--- config.mk ---
export PLATFORM = sky130hd
export DESIGN_NAME = mosaic
export DESIGN_NICKNAME = d
export VERILOG_FILES = /design/src/hw/mosaic_pkg.sv /design/src/hw/mosaic.sv /design/src/hw/packet_gatherer.sv /design/src/hw/tile_relay.sv /design/src/hw/packet_dispatcher.sv
export SDC_FILE = /design/constraint.sdc
export NUM_CORES = 1
export LEC_CHECK = 0
export ABC_AREA = 1
export BUFFER_PORTS_ARGS = -buffer_cell sky130_fd_sc_hd__buf_2
export CELL_PAD_IN_SITES_DETAIL_PLACEMENT = 1
export CELL_PAD_IN_SITES_GLOBAL_PLACEMENT = 1
export CORE_AREA = 3 3 256 258
export DETAILED_ROUTE_END_ITERATION = 6
export DIE_AREA = 0 0 259 261
export PLACE_DENSITY_LB_ADDON = 0.25
export SYNTH_ARGS = -nofsm -noshare
export SYNTH_HDL_FRONTEND = slang
export SYNTH_SLANG_ARGS = --single-unit
--- constraint.sdc ---
create_clock -name clk_line -period 4.4 [get_ports clk_line]
set_clock_uncertainty 0.05 [all_clocks]
set_input_delay 0.44 -clock clk_line [delete_from_list [all_inputs] [get_ports clk_line]]
set_output_delay 0.44 -clock clk_line [all_outputs]
set_load 0.01 [all_outputs]
--- src/hw/mosaic_pkg.sv ---
// Mosaic stream fabric definitions

package mosaic_pkg;

  ////////////////////////////////////////////////////////////////////////////
  // Stream word geometry
  ////////////////////////////////////////////////////////////////////////////

  localparam int DATA_W = 32;          // Stream data width
  localparam int KEEP_W = DATA_W / 8;  // One enable per byte

  ////////////////////////////////////////////////////////////////////////////
  // Default grid size
  ////////////////////////////////////////////////////////////////////////////

  // Rows share the ingress in rotation, columns set the latency
  localparam int DEF_ROW = 4;  // Tile rows
  localparam int DEF_COL = 3;  // Tiles per row

  ////////////////////////////////////////////////////////////////////////////
  // Word types
  ////////////////////////////////////////////////////////////////////////////

  typedef logic [DATA_W-1:0] data_t;  // Stream payload
  typedef logic [KEEP_W-1:0] keep_t;  // Byte enables

endpackage : mosaic_pkg
--- src/hw/mosaic.sv ---
// Mosaic packet fabric top

module mosaic
  import mosaic_pkg::*;
#(
  parameter int ROW = DEF_ROW,  // Tile rows
  parameter int COL = DEF_COL   // Tiles per row
) (
  input  logic  clk_line,
  input  logic  arst_n,
  // Ingress stream
  input  logic  in_tvalid,
  output logic  in_tready,
  input  data_t in_tdata,
  input  keep_t in_tkeep,
  input  logic  in_tlast,
  // Egress stream
  output logic  out_tvalid,
  input  logic  out_tready,
  output data_t out_tdata,
  output keep_t out_tkeep,
  output logic  out_tlast
);

  // Links indexed [column boundary][row]. Boundary 0 is the dispatcher
  // side, boundary COL the gatherer side
  logic  [COL:0][ROW-1:0] link_tvalid;
  logic  [COL:0][ROW-1:0] link_tready;
  data_t [COL:0][ROW-1:0] link_tdata;
  keep_t [COL:0][ROW-1:0] link_tkeep;
  logic  [COL:0][ROW-1:0] link_tlast;

  packet_dispatcher #(
    .ROW (ROW)
  ) dispatcher_inst (
    .clk_line   (clk_line),
    .arst_n     (arst_n),
    .in_tvalid  (in_tvalid),
    .in_tready  (in_tready),
    .in_tdata   (in_tdata),
    .in_tkeep   (in_tkeep),
    .in_tlast   (in_tlast),
    .row_tvalid (link_tvalid[0]),
    .row_tready (link_tready[0]),
    .row_tdata  (link_tdata[0]),
    .row_tkeep  (link_tkeep[0]),
    .row_tlast  (link_tlast[0])
  );

  ////////////////////////////////////////////////////////////////////////////
  // Tile grid
  ////////////////////////////////////////////////////////////////////////////

  for (genvar r = 0; r < ROW; r++) begin : grid_row
    for (genvar c = 0; c < COL; c++) begin : grid_col
      tile_relay relay_inst (
        .clk_line   (clk_line),
        .arst_n     (arst_n),
        .in_tvalid  (link_tvalid[c][r]),
        .in_tready  (link_tready[c][r]),
        .in_tdata   (link_tdata[c][r]),
        .in_tkeep   (link_tkeep[c][r]),
        .in_tlast   (link_tlast[c][r]),
        .out_tvalid (link_tvalid[c+1][r]),  // Right neighbour or gatherer
        .out_tready (link_tready[c+1][r]),
        .out_tdata  (link_tdata[c+1][r]),
        .out_tkeep  (link_tkeep[c+1][r]),
        .out_tlast  (link_tlast[c+1][r])
      );
    end
  end

  packet_gatherer #(
    .ROW (ROW)
  ) gatherer_inst (
    .clk_line   (clk_line),
    .arst_n     (arst_n),
    .row_tvalid (link_tvalid[COL]),
    .row_tready (link_tready[COL]),
    .row_tdata  (link_tdata[COL]),
    .row_tkeep  (link_tkeep[COL]),
    .row_tlast  (link_tlast[COL]),
    .out_tvalid (out_tvalid),
    .out_tready (out_tready),
    .out_tdata  (out_tdata),
    .out_tkeep  (out_tkeep),
    .out_tlast  (out_tlast)
  );

endmodule : mosaic

--- src/hw/packet_gatherer.sv ---
// Packet gatherer

module packet_gatherer
  import mosaic_pkg::*;
#(
  parameter int ROW = DEF_ROW
) (
  input  logic                clk_line,
  input  logic                arst_n,
  // Right edge of every tile row
  input  logic  [ROW-1:0]     row_tvalid,
  output logic  [ROW-1:0]     row_tready,
  input  data_t [ROW-1:0]     row_tdata,
  input  keep_t [ROW-1:0]     row_tkeep,
  input  logic  [ROW-1:0]     row_tlast,
  // Egress stream
  output logic                out_tvalid,
  input  logic                out_tready,
  output data_t               out_tdata,
  output keep_t               out_tkeep,
  output logic                out_tlast
);

  localparam int ROW_W = (ROW > 1) ? $clog2(ROW) : 1;

  typedef logic [ROW_W-1:0] row_idx_t;

  localparam row_idx_t LAST_ROW = row_idx_t'(ROW - 1);

  row_idx_t exp_ptr;   // Row expected to deliver the next packet
  logic     out_fire;

  ////////////////////////////////////////////////////////////////////////////
  // Egress mux
  ////////////////////////////////////////////////////////////////////////////

  assign out_tvalid = row_tvalid[exp_ptr];
  assign out_tdata  = row_tdata[exp_ptr];
  assign out_tkeep  = row_tkeep[exp_ptr];
  assign out_tlast  = row_tlast[exp_ptr];

  // Other rows hold their words until their turn comes
  always_comb begin
    for (int r = 0; r < ROW; r++) begin
      row_tready[r] = out_tready && (exp_ptr == row_idx_t'(r));
    end
  end

  assign out_fire = out_tvalid && out_tready;

  ////////////////////////////////////////////////////////////////////////////
  // Row rotation
  ////////////////////////////////////////////////////////////////////////////

  // Same order as the dispatcher, which restores arrival order
  always_ff @(posedge clk_line or negedge arst_n) begin
    if (!arst_n) begin
      exp_ptr <= '0;
    end else if (out_fire && out_tlast) begin
      if (exp_ptr == LAST_ROW) begin
        exp_ptr <= '0;
      end else begin
        exp_ptr <= exp_ptr + 1'b1;
      end
    end
  end

endmodule : packet_gatherer

--- src/hw/tile_relay.sv ---
// Tile relay stage

module tile_relay
  import mosaic_pkg::*;
(
  input  logic  clk_line,
  input  logic  arst_n,
  // From the left neighbour
  input  logic  in_tvalid,
  output logic  in_tready,
  input  data_t in_tdata,
  input  keep_t in_tkeep,
  input  logic  in_tlast,
  // To the right neighbour
  output logic  out_tvalid,
  input  logic  out_tready,
  output data_t out_tdata,
  output keep_t out_tkeep,
  output logic  out_tlast
);

  // Second entry, used only while the output entry is stalled
  logic  skid_valid;
  data_t skid_tdata;
  keep_t skid_tkeep;
  logic  skid_tlast;

  logic  push;
  logic  pop;
  logic  out_load;   // Output entry takes a new word this cycle

  // Full means both entries hold a word
  assign in_tready = !skid_valid;

  assign push     = in_tvalid && in_tready;
  assign pop      = out_tvalid && out_tready;
  assign out_load = !out_tvalid || pop;

  ////////////////////////////////////////////////////////////////////////////
  // Occupancy
  ////////////////////////////////////////////////////////////////////////////

  always_ff @(posedge clk_line or negedge arst_n) begin
    if (!arst_n) begin
      out_tvalid <= 1'b0;
      skid_valid <= 1'b0;
    end else if (out_load) begin
      out_tvalid <= skid_valid || push;  // Older word first
      skid_valid <= 1'b0;
    end else if (push) begin
      skid_valid <= 1'b1;                // Output stalled, park the word
    end
  end

  ////////////////////////////////////////////////////////////////////////////
  // Payload
  ////////////////////////////////////////////////////////////////////////////

  always_ff @(posedge clk_line) begin
    if (out_load) begin
      if (skid_valid) begin
        out_tdata <= skid_tdata;
        out_tkeep <= skid_tkeep;
        out_tlast <= skid_tlast;
      end else if (push) begin
        out_tdata <= in_tdata;
        out_tkeep <= in_tkeep;
        out_tlast <= in_tlast;
      end
    end else if (push) begin
      skid_tdata <= in_tdata;
      skid_tkeep <= in_tkeep;
      skid_tlast <= in_tlast;
    end
  end

endmodule : tile_relay

--- src/hw/packet_dispatcher.sv ---
// Packet dispatcher

module packet_dispatcher
  import mosaic_pkg::*;
#(
  parameter int ROW = DEF_ROW
) (
  input  logic                clk_line,
  input  logic                arst_n,
  // Ingress stream
  input  logic                in_tvalid,
  output logic                in_tready,
  input  data_t               in_tdata,
  input  keep_t               in_tkeep,
  input  logic                in_tlast,
  // One stream per tile row
  output logic  [ROW-1:0]     row_tvalid,
  input  logic  [ROW-1:0]     row_tready,
  output data_t [ROW-1:0]     row_tdata,
  output keep_t [ROW-1:0]     row_tkeep,
  output logic  [ROW-1:0]     row_tlast
);

  localparam int ROW_W = (ROW > 1) ? $clog2(ROW) : 1;

  typedef logic [ROW_W-1:0] row_idx_t;

  localparam row_idx_t LAST_ROW = row_idx_t'(ROW - 1);

  row_idx_t row_ptr;   // Row that owns the current packet
  logic     in_fire;

  ////////////////////////////////////////////////////////////////////////////
  // Steering
  ////////////////////////////////////////////////////////////////////////////

  // Payload goes to every row, only the selected one sees valid
  assign row_tdata = {ROW{in_tdata}};
  assign row_tkeep = {ROW{in_tkeep}};
  assign row_tlast = {ROW{in_tlast}};

  always_comb begin
    for (int r = 0; r < ROW; r++) begin
      row_tvalid[r] = in_tvalid && (row_ptr == row_idx_t'(r));
    end
  end

  assign in_tready = row_tready[row_ptr];  // Zero latency back-pressure
  assign in_fire   = in_tvalid && in_tready;

  ////////////////////////////////////////////////////////////////////////////
  // Row rotation
  ////////////////////////////////////////////////////////////////////////////

  // Move on only after the tlast word so a packet never splits over rows
  always_ff @(posedge clk_line or negedge arst_n) begin
    if (!arst_n) begin
      row_ptr <= '0;
    end else if (in_fire && in_tlast) begin
      if (row_ptr == LAST_ROW) begin
        row_ptr <= '0;
      end else begin
        row_ptr <= row_ptr + 1'b1;
      end
    end
  end

endmodule : packet_dispatcher

Word-level counts from Yosys, hierarchy flattened --
Cells that the tools add are included. W data, S select, Z words.
Storage, ports and cells: register bits after elaboration 916, input port bits 41, output and inout bits 39, logic and storage cells 354
Operators by class: $add $sub $neg 2, magnitude comparators 2, equal/unequal tests 6, mux-type cells 108, bitwise logic cells 12, reductions and logical operators 126
Operator list (number):
- $mux W32 | 25
- $mux W4 | 25
- $bmux W32 S2 | 1
- $mux W1 | 51
- $reduce_and A2 Y1 | 24
- $reduce_bool A2 Y1 | 24
- $logic_and A1 B1 Y1 | 28
- $logic_not A1 Y1 | 24
- $logic_or A1 B1 Y1 | 24
- $not A1 Y1 | 12
- $bmux W4 S2 | 1
- $eq A2 B2 Y1 const B | 4
- $bmux W1 S2 | 3
- $lt A2 B3 Y1 const B | 2
- $add A2 B1 Y2 const B | 2
- $eq A2 B1 Y1 const B | 2
- $logic_not A2 Y1 | 2
- $mux W2 | 2

Depth between registers and ports, before layout --
word-level depth 6, gate-level depth with buffers 9, mapped depth without buffers 8

Cells and area by module --
From an unflattened synthesis, not the netlist that was laid out.
Second synthesis, totals: cell total of the unflattened synthesis 2910, area, all modules 36164.7 um2
Modules (own cells, without submodules):
- tile_relay | instances 12, cells an instance 206, area each 2786.4 um2, seq. area each 2272.2 um2
- packet_gatherer | instances 1, cells an instance 257, area each 1386.3 um2, seq. area each 50.0 um2
- packet_dispatcher | instances 1, cells an instance 181, area each 1341.3 um2, seq. area each 50.0 um2

Worst setup path before layout --
OpenSTA, ideal clock, no wires.
path kind register to register, start point register grid_row[3].grid_col[0].relay_inst.skid_valid, end point register grid_row[3].grid_col[0].relay_inst.skid_tdata[0] (enable), library setup time 0.477 ns, arrival time 3.316 ns, slack 0.557 ns, cell stages (with the launch flop) 4, path through dfrtp_1 buf_2 buf_2 nor3_1
On the way: word-level cells in the longest chain between the ends 3
RTL lines:
- start: declaration | RTL line tile_relay.sv:23 | logic skid_valid;
- start signal: assignment | RTL line tile_relay.sv:46 | skid_valid <= 1'b0;
- start signal: assignment | RTL line tile_relay.sv:49 | skid_valid <= 1'b0;
- start signal: assignment | RTL line tile_relay.sv:51 | skid_valid <= 1'b1;
- $logic_not A1 Y1 | RTL line tile_relay.sv:33 | assign in_tready = !skid_valid;
- $logic_and A1 B1 Y1 | RTL line tile_relay.sv:35 | assign push = in_tvalid && in_tready;
- $reduce_and A2 Y1 (no line)
- end signal: assignment | RTL line tile_relay.sv:71 | skid_tdata <= in_tdata;
- end: declaration | RTL line tile_relay.sv:24 | data_t skid_tdata;
Every way passes these cells. A chain may end at the register's enable or synchronous reset.

Worst setup path in the final report --
start point register gatherer_inst.exp_ptr[0], end point register grid_row[0].grid_col[2].relay_inst.skid_tdata[8] (enable)
On the way: word-level cells in the longest chain between the ends 6
RTL lines:
- start: declaration | RTL line packet_gatherer.sv:30 | row_idx_t exp_ptr;
- start signal: assignment | RTL line packet_gatherer.sv:63 | exp_ptr <= exp_ptr + 1'b1;
- $logic_not A2 Y1 | RTL line packet_gatherer.sv:45 | row_tready[r] = out_tready && (exp_ptr == row_idx_t'(r));
- $logic_and A1 B1 Y1 | RTL line packet_gatherer.sv:45
- $logic_and A1 B1 Y1 | RTL line tile_relay.sv:36 | assign pop = out_tvalid && out_tready;
- $logic_or A1 B1 Y1 | RTL line tile_relay.sv:37 | assign out_load = !out_tvalid || pop;
- $not A1 Y1 (no line)
- $reduce_and A2 Y1 (no line)
- end signal: assignment | RTL line tile_relay.sv:71
- end: declaration | RTL line tile_relay.sv:24
Every way passes these cells.

==> reports/qor.txt <==
Clock Sinks: 916
Initial DRC Count: 2047
Clk Latency, worst-skew pair: 0.64 ns
Die X: 259 µm
CTS root buffer: clkbuf_16
Vias in the first global route: 18290
Post-route antenna net violation count: 0
Largest net degree at the start of global routing: 80
Fin Hold WS: 0.02322 ns
Post-Synthesis Cells: 1977
# rows: 92
RSZ-0062 raised after global routing: false
P_leak: 12.82 nW
Area of the die: 67600 µm²
First-pass GRT wire length: 123100 µm
Post-Route Setup TNS: 0 ns
P&R area growth vs syn: 13.03%
# placed instances: 2838
Crit path launch: gatherer_inst.exp_ptr[0]$_DFFE_PN0P_
Core ar.: 63200 µm²
N_diodes: 0
Endpoints failing setup: 0
GRT Util Overall: 24.98%
Synth top area share: 77.87%
Total routed wirelength: 83320 µm
Compound-gate portion of the synthesized area: 3.990%
CP Max Fanout: 79
CP Cell Sequence: inv_8 -> ha_1 -> a21oi_1 -> nand2_1 -> nor2_4
Synthesized Nets: 2026
PD cells: 679.7 nW/µm²
CTS tree: built
XOR/XNOR Fraction of Synth Area: 0%
Setup slack after placement: 0.9374 ns
Critical-path top delay cell: nor2_4
Yosys Warn Count: 0
Initial antenna violation count: 3
IO buf count: 79
Most frequent cells in the layout: edfxtp_1 (888), mux2_2 (296), nand2_1 (204)
# DRC: 0
Simple-Gate Fraction of Synth Area: 3.877%
CP delay by family, top: simple AND/OR/NAND/NOR gates
Cts repair resizes: 0
Num CTS Buffers: 91
EDFF count, synth: 888
Synthesized area: 34240 µm²
Worst vdd ir: 0.0005065 V
DR vias: 17630
Max-Cap Viols: 0
Tmin final: 3.496 ns
CTS H-tree lvls: 3
Met1 Use GR: 38.37%
Post-synthesis mux area share: 9.734%
Max Root-Sink Buffers: 3
Buf/Inv on CP: 1
Measured slew at the worst slew-check pin: 1.241 ns
Routed vias/inst: 5.803
Clk pin slew, worst setup/hold paths: 0.06 ns
Hold WC Path Type: in -> reg
Post-DP HPWL: 54710 µm
Status: finished clean
Ranking of synthesized cells by area: edfxtp_1 (78%), mux2_2 (9.7%), o21ai_0 (2.9%)
Fin crit share: 79.45%
Cts hold-fix bufs: 33
Largest family of logic cells by synthesized area: multiplexers
CP Capture Type: flip-flop
Startpoint Class: flip-flop
Fraction of layout cells with a size suffix above 1: 25.82%
Max-slew violations: 0
Synth Flop Type: edfxtp_1
Setup CP Type: reg -> reg
Max incr delay on CP: 0.95 ns
Yosys reg bits: 916
Synth Area in Adders: 0.2923%
Die H: 261 µm
Worst Path Arrival: 3.68 ns
WL/cell: 27.42 µm
Nets: 2167
F_max: 286.0 MHz
Hold wc startpoint: in_tdata[11]
Total global routing overflow: 0
Non-filler cells, final: 3038
Seq/Total Area, Yosys: 79.92%
Post-route setup slack: 0.9040 ns
Grt met2 use: 37.32%
Busiest metal layer after global routing: met1
I/O pins: 80
Syn_area_per_cell: 17.32 µm²
Worst EP required: 4.59 ns
FF-to-FF Start: gatherer_inst.exp_ptr[0]$_DFFE_PN0P_
GR Util met3: 4.777%
Final Hold Fails: 0
Drt first pass iters: 5
Initial Util: 54.19%
Synth area leader: edfxtp_1
Postcts setup bufs: 0
RD Place Congestion: 0.8593
Post-synthesis cell type count: 28
Commonest non-fill, non-tap cell in the layout: edfxtp_1
Async SR Flop Fraction: 3.057%
Slew margin rel.: 17.06%
power breakdown:
part / internal (mW) / switching (mW) / leakage [nW]
registers: 12.3 / 1.08 / 8.43
logic: 1.85 / 3.56 / 3.00
clock network: 4.25 / 3.24 / 1.39
path summary, 6_finish.rpt:
check	slack, ns	endpoint	cells past startpoint
worst max register to register	0.90	grid_row[0].grid_col[2].relay_inst.skid_tdata[8]$_DFFE_PP_	5
max in group asynchronous	3.33	grid_row[3].grid_col[2].relay_inst.skid_valid$_DFFE_PN0P_	2
worst min-delay path	0.02	grid_row[1].grid_col[0].relay_inst.skid_tdata[11]$_DFFE_PP_	1
worst min register to register	0.40	grid_row[2].grid_col[1].relay_inst.skid_tdata[3]$_DFFE_PP_	0
min in group asynchronous	0.36	dispatcher_inst.row_ptr[0]$_DFFE_PN0P_	2
worst max-delay path	0.90	grid_row[0].grid_col[2].relay_inst.skid_tdata[8]$_DFFE_PP_	5
cell type report:
class / count / area [µm²]
clock buffers: 114 / 2414
clock inverters: 53 / 431.7
fillers: 5488 / 24490
inverters: 64 / 247.7
multi-input cells: 908 / 6267
flip-flops and latches: 916 / 27370
well taps: 846 / 1059
repair buffers: 137 / 913.4
per-layer routing:
metal / up-vias / routed length (µm) / part of all wire [%]
li1: 7699 / - / -
met1: 9138 / 38030 / 46
met2: 680 / 37570 / 45
met3: 109 / 6185 / 7.4
met4: 2 / 1525 / 1.8
met5: - / 13 / 0.016
logic make-up (layout without fill, tap and decap cells):
logic type | after synthesis | after routing
flops | 916 | 916
simple gates | 340 | 340
mux | 296 | 296
compound gates | 264 | 264
buf+inv | 153 | 368
fa+ha+maj | 8 | 8
flip-flops by register name, summed over array words and instances, names as in the netlist:
name / count
grid_row.grid_col.relay_inst.skid_valid: 12
gatherer_inst.exp_ptr: 2
grid_row.grid_col.relay_inst.skid_tdata: 384
grid_row.grid_col.relay_inst.out_tdata: 384
grid_row.grid_col.relay_inst.skid_tlast: 12
grid_row.grid_col.relay_inst.out_tlast: 12
grid_row.grid_col.relay_inst.skid_tkeep: 48
dispatcher_inst.row_ptr: 2
grid_row.grid_col.relay_inst.out_tkeep: 48
grid_row.grid_col.relay_inst.out_tvalid: 12
cells in the mapped netlist, types with 2 or more instances:
cell type	n
a21oi_1	4
buf_2	52
buf_4	2
buf_6	8
clkbuf_1	20
clkbuf_2	3
dfrtp_1	28
edfxtp_1	888
ha_1	8
inv_1	62
mux2_2	296
nand2_1	204
nand2_2	4
nand3_1	8
nand3_2	3
nand4_1	2
nor2_1	114
nor3_1	4
o21ai_0	200
o21ai_1	24
o22ai_1	36
metrics by stage:
step           util [%]  instance area [µm²]  total power [mW]
3_3_place_gp      56.22                35530             18.49
5_1_grt           61.25                38710             27.32
3_5_place_dp      56.22                35530             18.86
2_1_floorplan         -                34240             16.48
4_1_cts           61.25                38710             26.40
6_report          61.25                38710             26.31
No activity file was read; power rests on OpenSTA's default activity.
